$ cat src/rtl/div_defines.svh
`ifndef DIV_DEFINES_SVH
`define DIV_DEFINES_SVH

// full datapath width
`define DIV_XLEN 64

// width of the *W operations
`define DIV_WLEN 32

// destination register address
`define DIV_REG_AW 5

// loop steps per division, one quotient bit each
`define DIV_ITERS 64

`endif

$ cat src/rtl/rv_muldiv_pkg.sv
package rv_muldiv_pkg;

    // funct3 of the M-extension divide group
    typedef enum logic [2:0] {
        DIV  = 3'b100,
        DIVU = 3'b101,
        REM  = 3'b110,
        REMU = 3'b111
    } div_func_e;

    // cases that bypass the iterative loop
    typedef enum logic [1:0] {
        NONE         = 2'd0,
        ZERO_DIVISOR = 2'd1,
        OVERFLOW     = 2'd2
    } special_kind_e;

endpackage

$ cat src/rtl/div_types_pkg.sv
`include "div_defines.svh"

package div_types_pkg;

    typedef struct packed {
        logic [`DIV_WLEN-1:0] hi;
        logic [`DIV_WLEN-1:0] lo;
    } operand_half_t;

    // doubleword view for 64-bit ops, halves for *W ops
    typedef union packed {
        logic [`DIV_XLEN-1:0] dword;
        operand_half_t        half;
    } operand_u;

    typedef struct packed {
        logic                     valid;
        rv_muldiv_pkg::div_func_e func;
        logic                     word;
        logic [`DIV_REG_AW-1:0]   rd;
        operand_u                 op_a;
        operand_u                 op_b;
    } div_req_t;

    // neg flags hold raw operand signs, qualified by sgn downstream
    typedef struct packed {
        logic                   rem;
        logic                   sgn;
        logic                   word;
        logic                   neg_q;
        logic                   neg_r;
        logic [`DIV_REG_AW-1:0] rd;
    } div_ctx_t;

    typedef struct packed {
        logic                 hit;
        logic [`DIV_XLEN-1:0] result;
    } special_res_t;

    typedef struct packed {
        logic                   valid;
        logic [`DIV_REG_AW-1:0] rd;
        logic [`DIV_XLEN-1:0]   result;
    } div_resp_t;

endpackage

$ cat src/rtl/div_decode.sv
`timescale 1ns/1ps
`include "div_defines.svh"

module div_decode (
    input  div_types_pkg::div_req_t      req_i,
    output div_types_pkg::div_ctx_t      ctx_o,
    output logic [`DIV_XLEN-1:0]         dividend_mag_o,
    output logic [`DIV_XLEN-1:0]         divisor_mag_o,
    output logic [`DIV_XLEN-1:0]         dividend_ext_o,
    output rv_muldiv_pkg::special_kind_e kind_o
);
    import div_types_pkg::*;
    import rv_muldiv_pkg::*;

    localparam logic [`DIV_XLEN-1:0] DW_MIN = {1'b1, {(`DIV_XLEN-1){1'b0}}};
    localparam logic [`DIV_XLEN-1:0] WD_MIN =
        {{(`DIV_XLEN-`DIV_WLEN+1){1'b1}}, {(`DIV_WLEN-1){1'b0}}};

    logic                 rem_op;
    logic                 signed_op;
    logic [`DIV_XLEN-1:0] a_ext;
    logic [`DIV_XLEN-1:0] b_ext;
    logic                 a_neg;
    logic                 b_neg;

    // word ops only look at the low half
    function automatic logic [`DIV_XLEN-1:0] extend_op(
        input operand_u op,
        input logic     word,
        input logic     sgn
    );
        logic fill;
        fill = sgn & op.half.lo[`DIV_WLEN-1];
        if (!word) begin
            return op.dword;
        end
        return {{(`DIV_XLEN-`DIV_WLEN){fill}}, op.half.lo};
    endfunction

    assign rem_op    = (req_i.func == REM) | (req_i.func == REMU);
    assign signed_op = (req_i.func == DIV) | (req_i.func == REM);

    assign a_ext = extend_op(req_i.op_a, req_i.word, signed_op);
    assign b_ext = extend_op(req_i.op_b, req_i.word, signed_op);

    assign a_neg = signed_op & a_ext[`DIV_XLEN-1];
    assign b_neg = signed_op & b_ext[`DIV_XLEN-1];

    assign dividend_mag_o = a_neg ? (~a_ext + 1'b1) : a_ext;
    assign divisor_mag_o  = b_neg ? (~b_ext + 1'b1) : b_ext;
    assign dividend_ext_o = a_ext;

    always_comb begin
        ctx_o.rem   = rem_op;
        ctx_o.sgn   = signed_op;
        ctx_o.word  = req_i.word;
        ctx_o.neg_q = a_ext[`DIV_XLEN-1] ^ b_ext[`DIV_XLEN-1];
        ctx_o.neg_r = a_ext[`DIV_XLEN-1];
        ctx_o.rd    = req_i.rd;
    end

    // zero divisor wins over overflow
    always_comb begin
        if (b_ext == '0) begin
            kind_o = ZERO_DIVISOR;
        end else if (signed_op && (b_ext == '1) &&
                     (a_ext == (req_i.word ? WD_MIN : DW_MIN))) begin
            kind_o = OVERFLOW;
        end else begin
            kind_o = NONE;
        end
    end

endmodule

$ cat src/rtl/div_special_case.sv
`timescale 1ns/1ps
`include "div_defines.svh"

module div_special_case (
    input  rv_muldiv_pkg::special_kind_e kind_i,
    input  div_types_pkg::div_ctx_t      ctx_i,
    input  logic [`DIV_XLEN-1:0]         dividend_ext_i,
    output div_types_pkg::special_res_t  special_o
);
    import rv_muldiv_pkg::*;

    localparam logic [`DIV_XLEN-1:0] DW_MIN = {1'b1, {(`DIV_XLEN-1){1'b0}}};
    localparam logic [`DIV_XLEN-1:0] WD_MIN =
        {{(`DIV_XLEN-`DIV_WLEN+1){1'b1}}, {(`DIV_WLEN-1){1'b0}}};

    logic [`DIV_XLEN-1:0] quot;
    logic [`DIV_XLEN-1:0] rem;
    logic [`DIV_XLEN-1:0] raw;

    always_comb begin
        quot = '0;
        rem  = '0;
        case (kind_i)
            ZERO_DIVISOR: begin
                quot = '1;
                rem  = dividend_ext_i;
            end
            OVERFLOW: begin
                quot = ctx_i.word ? WD_MIN : DW_MIN;
                rem  = '0;
            end
            default: begin
                quot = '0;
                rem  = '0;
            end
        endcase
        raw = ctx_i.rem ? rem : quot;
    end

    // unsigned word dividend comes in zero extended, so redo bit 31 here
    always_comb begin
        special_o.hit = (kind_i != NONE);
        if (ctx_i.word) begin
            special_o.result = {{(`DIV_XLEN-`DIV_WLEN){raw[`DIV_WLEN-1]}},
                                raw[`DIV_WLEN-1:0]};
        end else begin
            special_o.result = raw;
        end
    end

endmodule

$ cat src/rtl/div_iterate.sv
`timescale 1ns/1ps
`include "div_defines.svh"

module div_iterate (
    input  logic                    clk,
    input  logic                    reset,
    input  logic                    start_i,
    input  logic                    flush_i,
    input  div_types_pkg::div_ctx_t ctx_i,
    input  logic [`DIV_XLEN-1:0]    dividend_i,
    input  logic [`DIV_XLEN-1:0]    divisor_i,
    output logic                    busy_o,
    output logic                    done_o,
    output div_types_pkg::div_ctx_t ctx_o,
    output logic [`DIV_XLEN-1:0]    quot_o,
    output logic [`DIV_XLEN-1:0]    rem_o
);
    import div_types_pkg::*;

    localparam int CNT_W = $clog2(`DIV_ITERS + 1);
    localparam logic [CNT_W-1:0] LAST_STEP = CNT_W'(`DIV_ITERS - 1);

    logic                 busy_q;
    logic                 done_q;
    logic [CNT_W-1:0]     cnt_q;

    logic [`DIV_XLEN:0]   prem_q;
    logic [`DIV_XLEN-1:0] quot_q;
    logic [`DIV_XLEN-1:0] dsor_q;
    div_ctx_t             ctx_q;

    logic                 step;
    logic [`DIV_XLEN:0]   shifted;
    logic [`DIV_XLEN:0]   trial;

    assign step = busy_q & ~done_q;

    // next dividend bit enters the partial remainder from the quotient msb
    assign shifted = {prem_q[`DIV_XLEN-1:0], quot_q[`DIV_XLEN-1]};
    assign trial   = shifted - {1'b0, dsor_q};

    // done holds for one cycle while busy is still up, busy drops after it
    always_ff @(posedge clk) begin
        if (reset || flush_i) begin
            busy_q <= 1'b0;
            done_q <= 1'b0;
            cnt_q  <= '0;
        end else if (start_i) begin
            busy_q <= 1'b1;
            done_q <= 1'b0;
            cnt_q  <= '0;
        end else if (done_q) begin
            busy_q <= 1'b0;
            done_q <= 1'b0;
        end else if (busy_q) begin
            cnt_q  <= cnt_q + 1'b1;
            done_q <= (cnt_q == LAST_STEP);
        end
    end

    always_ff @(posedge clk) begin
        if (start_i) begin
            prem_q <= '0;
            quot_q <= dividend_i;
            dsor_q <= divisor_i;
            ctx_q  <= ctx_i;
        end else if (step) begin
            // trial msb set means it went negative, keep shifted value
            prem_q <= trial[`DIV_XLEN] ? shifted : trial;
            quot_q <= {quot_q[`DIV_XLEN-2:0], ~trial[`DIV_XLEN]};
        end
    end

    assign busy_o = busy_q;

    // a flush in the done cycle still cancels the response
    assign done_o = done_q & ~flush_i;

    assign ctx_o  = ctx_q;
    assign quot_o = quot_q;
    assign rem_o  = prem_q[`DIV_XLEN-1:0];

endmodule

$ cat src/rtl/div_result_merge.sv
`timescale 1ns/1ps
`include "div_defines.svh"

module div_result_merge (
    input  logic                        clk,
    input  logic                        reset,
    input  div_types_pkg::special_res_t special_i,
    input  div_types_pkg::div_ctx_t     req_ctx_i,
    input  logic                        accept_i,
    input  logic                        loop_done_i,
    input  div_types_pkg::div_ctx_t     loop_ctx_i,
    input  logic [`DIV_XLEN-1:0]        quot_i,
    input  logic [`DIV_XLEN-1:0]        rem_i,
    output div_types_pkg::div_resp_t    resp_o
);

    logic                   special_take;
    logic [`DIV_XLEN-1:0]   quot_fix;
    logic [`DIV_XLEN-1:0]   rem_fix;
    logic [`DIV_XLEN-1:0]   sel;
    logic [`DIV_XLEN-1:0]   loop_res;

    logic                   valid_q;
    logic [`DIV_REG_AW-1:0] rd_q;
    logic [`DIV_XLEN-1:0]   result_q;

    assign special_take = accept_i & special_i.hit;

    // sign correction of the magnitudes from the loop
    assign quot_fix = (loop_ctx_i.sgn & loop_ctx_i.neg_q) ? (~quot_i + 1'b1) : quot_i;
    assign rem_fix  = (loop_ctx_i.sgn & loop_ctx_i.neg_r) ? (~rem_i + 1'b1) : rem_i;

    assign sel = loop_ctx_i.rem ? rem_fix : quot_fix;

    assign loop_res = loop_ctx_i.word ?
        {{(`DIV_XLEN-`DIV_WLEN){sel[`DIV_WLEN-1]}}, sel[`DIV_WLEN-1:0]} : sel;

    always_ff @(posedge clk) begin
        if (reset) begin
            valid_q <= 1'b0;
        end else begin
            valid_q <= special_take | loop_done_i;
        end
    end

    // accept needs an idle loop, so both sources never fire together
    always_ff @(posedge clk) begin
        if (special_take) begin
            rd_q     <= req_ctx_i.rd;
            result_q <= special_i.result;
        end else if (loop_done_i) begin
            rd_q     <= loop_ctx_i.rd;
            result_q <= loop_res;
        end
    end

    always_comb begin
        resp_o.valid  = valid_q;
        resp_o.rd     = rd_q;
        resp_o.result = result_q;
    end

endmodule

$ cat src/rtl/rv_divider.sv
`timescale 1ns/1ps
`include "div_defines.svh"

module rv_divider (
    input  logic                     clk,
    input  logic                     reset,
    input  div_types_pkg::div_req_t  req_i,
    input  logic                     flush_i,
    output div_types_pkg::div_resp_t resp_o,
    output logic                     busy_o
);
    import div_types_pkg::*;
    import rv_muldiv_pkg::*;

    div_ctx_t             req_ctx;
    logic [`DIV_XLEN-1:0] dividend_mag;
    logic [`DIV_XLEN-1:0] divisor_mag;
    logic [`DIV_XLEN-1:0] dividend_ext;
    special_kind_e        kind;
    special_res_t         special;

    logic                 accept;
    logic                 start;
    logic                 loop_done;
    div_ctx_t             loop_ctx;
    logic [`DIV_XLEN-1:0] quot;
    logic [`DIV_XLEN-1:0] rem;

    // a request in a flush cycle is dropped
    assign accept = req_i.valid & ~busy_o & ~flush_i;
    assign start  = accept & ~special.hit;

    div_decode u_decode (
        .req_i          (req_i),
        .ctx_o          (req_ctx),
        .dividend_mag_o (dividend_mag),
        .divisor_mag_o  (divisor_mag),
        .dividend_ext_o (dividend_ext),
        .kind_o         (kind)
    );

    div_special_case u_special (
        .kind_i         (kind),
        .ctx_i          (req_ctx),
        .dividend_ext_i (dividend_ext),
        .special_o      (special)
    );

    div_iterate u_iterate (
        .clk        (clk),
        .reset      (reset),
        .start_i    (start),
        .flush_i    (flush_i),
        .ctx_i      (req_ctx),
        .dividend_i (dividend_mag),
        .divisor_i  (divisor_mag),
        .busy_o     (busy_o),
        .done_o     (loop_done),
        .ctx_o      (loop_ctx),
        .quot_o     (quot),
        .rem_o      (rem)
    );

    div_result_merge u_merge (
        .clk         (clk),
        .reset       (reset),
        .special_i   (special),
        .req_ctx_i   (req_ctx),
        .accept_i    (accept),
        .loop_done_i (loop_done),
        .loop_ctx_i  (loop_ctx),
        .quot_i      (quot),
        .rem_i       (rem),
        .resp_o      (resp_o)
    );

endmodule

$ cat config.mk
export PLATFORM = sky130hd
export DESIGN_NAME = rv_divider
export DESIGN_NICKNAME = d
export VERILOG_FILES = /design/src/rtl/rv_muldiv_pkg.sv /design/src/rtl/div_types_pkg.sv /design/src/rtl/div_decode.sv /design/src/rtl/div_special_case.sv /design/src/rtl/div_iterate.sv /design/src/rtl/div_result_merge.sv /design/src/rtl/rv_divider.sv
export VERILOG_INCLUDE_DIRS = /design/src /design/src/rtl
export SDC_FILE = /design/constraint.sdc
export NUM_CORES = 1
export LEC_CHECK = 0
export BUFFER_PORTS_ARGS = -buffer_cell sky130_fd_sc_hd__buf_2
export CORE_MARGIN = 2
export CORE_UTILIZATION = 45
export CTS_BUF_LIST = sky130_fd_sc_hd__clkbuf_8
export CTS_CLUSTER_SIZE = 30
export DETAILED_ROUTE_END_ITERATION = 6
export SLEW_MARGIN = 30
export SYNTH_ARGS = -nofsm -noshare
export SYNTH_HDL_FRONTEND = slang
export SYNTH_SLANG_ARGS = --single-unit
$ cat constraint.sdc
create_clock -name clk -period 10.6 [get_ports clk]
set_input_delay 1.06 -clock clk [delete_from_list [all_inputs] [get_ports clk]]
set_output_delay 1.06 -clock clk [all_outputs]
set_load 0.01 [all_outputs]
==> results.sh <==
export IMPL_swShare_pct=31.00
export IMPL_slowest_stage="nor4_1"
export IMPL_route_detailed_drc=0
export IMPL_yosysWarningCount=0
export IMPL_power_frac_seq_pct=44.8
export IMPL_avgSynthCellArea_um2=8.133
export IMPL_grt_pass1_wl_um=118800
export IMPL_synth_fp_nets=2952
export IMPL_coreArea_um2=48950
export IMPL_num_rows=81
export IMPL_drive_above_1_share_pct=12.82
export IMPL_first_global_vias=20530
export IMPL_seq_area_frac_synth_pct=34.54
export IMPL_cts_resized=0
export IMPL_fmax_mhz=194.5
export IMPL_fill_cells=4855
export IMPL_synth_area_leaders="edfxtp_1, xnor2_1, dfxtp_1"
export IMPL_post_drt_wl_per_cell_um=21.72
export IMPL_cts_clk_slew_worst_paths_ps=60
export IMPL_die_y_um=226.5
export IMPL_endpoint_kind="flip-flop"
export IMPL_outcome="finished clean"
export IMPL_combPwrFrac_pct=18.8
export IMPL_grtUsageTotal_pct=30.10
export IMPL_ys_types=85
export IMPL_synth_top_area_cell="edfxtp_1"
export IMPL_worstHoldPathType="flip-flop to flip-flop"
export IMPL_crit_chain="buf_2, buf_4, buf_4, nor4_1, nand4_1, nand2_1, o21ai_0, nor4_1, a31oi_1, nand2_4, inv_4, buf_4, mux2_2"
export IMPL_period_needed_ps=5142
export IMPL_finalPower_mw=2.831
export IMPL_syn_area_um2=22280
export IMPL_final_cell_mix="nand2_1, o21ai_0, a21oi_1"
export IMPL_rsz0062_at_grt="false"
export IMPL_cp_slowest_stage_delay_ps=620
export IMPL_clock_skew_ps=26.42
export IMPL_path_common_cell="buf_4"
export IMPL_drt_iter0_drc=2078
export IMPL_slew_viol_final=0
export IMPL_antenna_found_initial=1
export IMPL_final_antenna_net_count=0
export IMPL_cts_sinks=281
export IMPL_portBuffers=211
export IMPL_via_count=21710
export IMPL_fin_crit_sh_pct=48.51
export IMPL_crit_arrival_ps=5550
export IMPL_pwr_share_clk_pct=36.4
export IMPL_first_pass_iters=6
export IMPL_via_per_inst=6.048
export IMPL_ir_worst_vdd_mv=0.08337
export IMPL_intPower_mw=1.954
export IMPL_required_ps=11010
export IMPL_ioPinCount=212
export IMPL_ys_flop_type="edfxtp_1"
export IMPL_area_growth_syn_to_layout_pct=11.59
export IMPL_slew_headroom_pct=35.26
export IMPL_finalHoldViolations=0
export IMPL_maxCapViolCount=0
export IMPL_grt_max_degree=105
export IMPL_yosys_area_top_type_share_pct=27.89
export IMPL_cp_max_fo=69
export IMPL_startpoint_type="input port"
export IMPL_htreeDepth=2
export IMPL_clk_latency_ps=670
export IMPL_clockBufferDepth=3
export IMPL_wirelength_um=77980
export IMPL_post_cts_buffers=0
export IMPL_finalSetupViolCount=0
export IMPL_gp_congestion=0.9272
export IMPL_fin_setup_tns_ps=0
export IMPL_power_switching_uw=877.8
export IMPL_fp_dieArea_um2=51320
export IMPL_p_per_area_nw_per_um2=113.9
export IMPL_synth_edf_count=207
export IMPL_final_common_cell="nand2_1"
export IMPL_dpl_hpwl_um=59130
export IMPL_nets=3097
export IMPL_synthCells=2740
export IMPL_ctsHoldBuffers=0
export IMPL_timing_hold_ws_ps=446.6
export IMPL_root_buffer="clkbuf_8"
export IMPL_grt_overflow=0
export IMPL_ys_async_sr_fraction_pct=0
export IMPL_cts_tree="built"
export IMPL_worstMarginPinSlew_ps=963.8
export IMPL_die_w_um=226.5
export IMPL_worstSetupPathType="input port to flip-flop"
export IMPL_start_util_pct=45.52
export IMPL_leakage_nw=9.542
export IMPL_numCtsBuffers=51
export IMPL_synth_seq_cells=281
[sequential cells by signal (all words and copies together) (netlist names)]
signal / cells
u_iterate.dsor_q: 64
u_iterate.prem_q: 64
u_iterate.quot_o: 64
u_merge.result_q: 64
u_iterate.ctx_o: 10
u_iterate.cnt_q: 7
u_merge.rd_q: 5
u_iterate.busy_o: 1
u_iterate.done_q: 1
u_merge.valid_q: 1
[logic make-up (layout without fill, tap and decap cells)]
logic type                 Yosys count  in the layout  share of synthesized area [%]
other                                0              1                              0
muxes                               55             55                          2.515
buffers and inverters              275            460                          4.913
adders and majority gates           71             71                          4.020
DFF                                281            281                          34.54
xor gates and xnor gates           288            288                          11.32
and+or+nand+nor                    928            928                          20.12
AOI/OAI and AO/OA                  842            842                          22.57
[power groups by stage]
| stage | Clock, mW | Sequential, mW | Combinational [mW] |
|---|---|---|---|
| 2_1_floorplan | 0 | 1.28 | 0.344 |
| 3_3_place_gp | 0 | 1.29 | 0.517 |
| 3_5_place_dp | 0 | 1.29 | 0.523 |
| 4_1_cts | 1.05 | 1.27 | 0.526 |
| 5_1_grt | 1.10 | 1.27 | 0.585 |
| 6_report | 1.03 | 1.27 | 0.533 |
[through the flow]
stage / setup slack [ps] / util [%] / instance area [um2] / cells
final: 5458 / 50.80 / 24870 / 3590
after detailed placement: 4889 / 48.74 / 23860 / 3496
after global placement: 4981 / 48.73 / 23850 / 3496
after global routing: 5140 / 50.80 / 24870 / 3590
after floorplan: 5203 / - / 22280 / 2740
after CTS: 5614 / 50.76 / 24850 / 3589
[layer usage]
| metal | vias to the layer above | track usage (%) | part of all wire, % |
|---|---|---|---|
| li1 | 10290 | - | - |
| met1 | 10380 | 39.64 | 42 |
| met2 | 861 | 49.91 | 47 |
| met3 | 178 | 4.302 | 6.9 |
| met4 | 0 | 11.76 | 3.7 |
| met5 | - | 0 | 0 |
[critical path: cells and delay by family]
kind / cells / cell delay (ps)
muxes: 1 / 400
AOI/OAI and AO/OA: 2 / 440
and+or+nand+nor: 5 / 2120
buffers and inverters: 5 / 1380
[synthesized netlist by cell type (all sizes together) (26+ instances only)]
library cell,count
nand3,62
nor4,55
xor2,105
inv,122
buf,30
o31ai,40
dfxtp,74
nand4,48
a21oi,264
clkbuf,121
or3,26
xnor2,183
o21ai,287
o211ai,31
edfxtp,207
mux2i,47
a21o,45
nor3,73
ha,70
nand2,289
nor2,256
[layout make-up]
type,count,area [um2],area share [%]
inverter,124,467.9,1.882
clock inverter,37,214.0,0.8604
multi-input combinational,2184,13580,54.63
clock buffer,56,770.7,3.099
sequential,281,7697,30.95
tap,664,830.8,3.341
timing repair buffer,243,1300,5.228
antenna,1,2.502,0.01006
[path summary, 6_finish.rpt]
check	startpoint	endpoint	slack (ps)	cells after the start
worst max register to register	u_iterate.prem_q[26]	u_iterate.prem_q[10]	5870	12
worst max-delay path	req_i[133]	u_iterate.quot_o[62]	5460	13
worst min-delay path	u_iterate.cnt_q[6]	u_iterate.done_q	450	1
worst min register to register	u_iterate.cnt_q[6]	u_iterate.done_q	450	1
No activity file was read; power rests on OpenSTA's default activity.
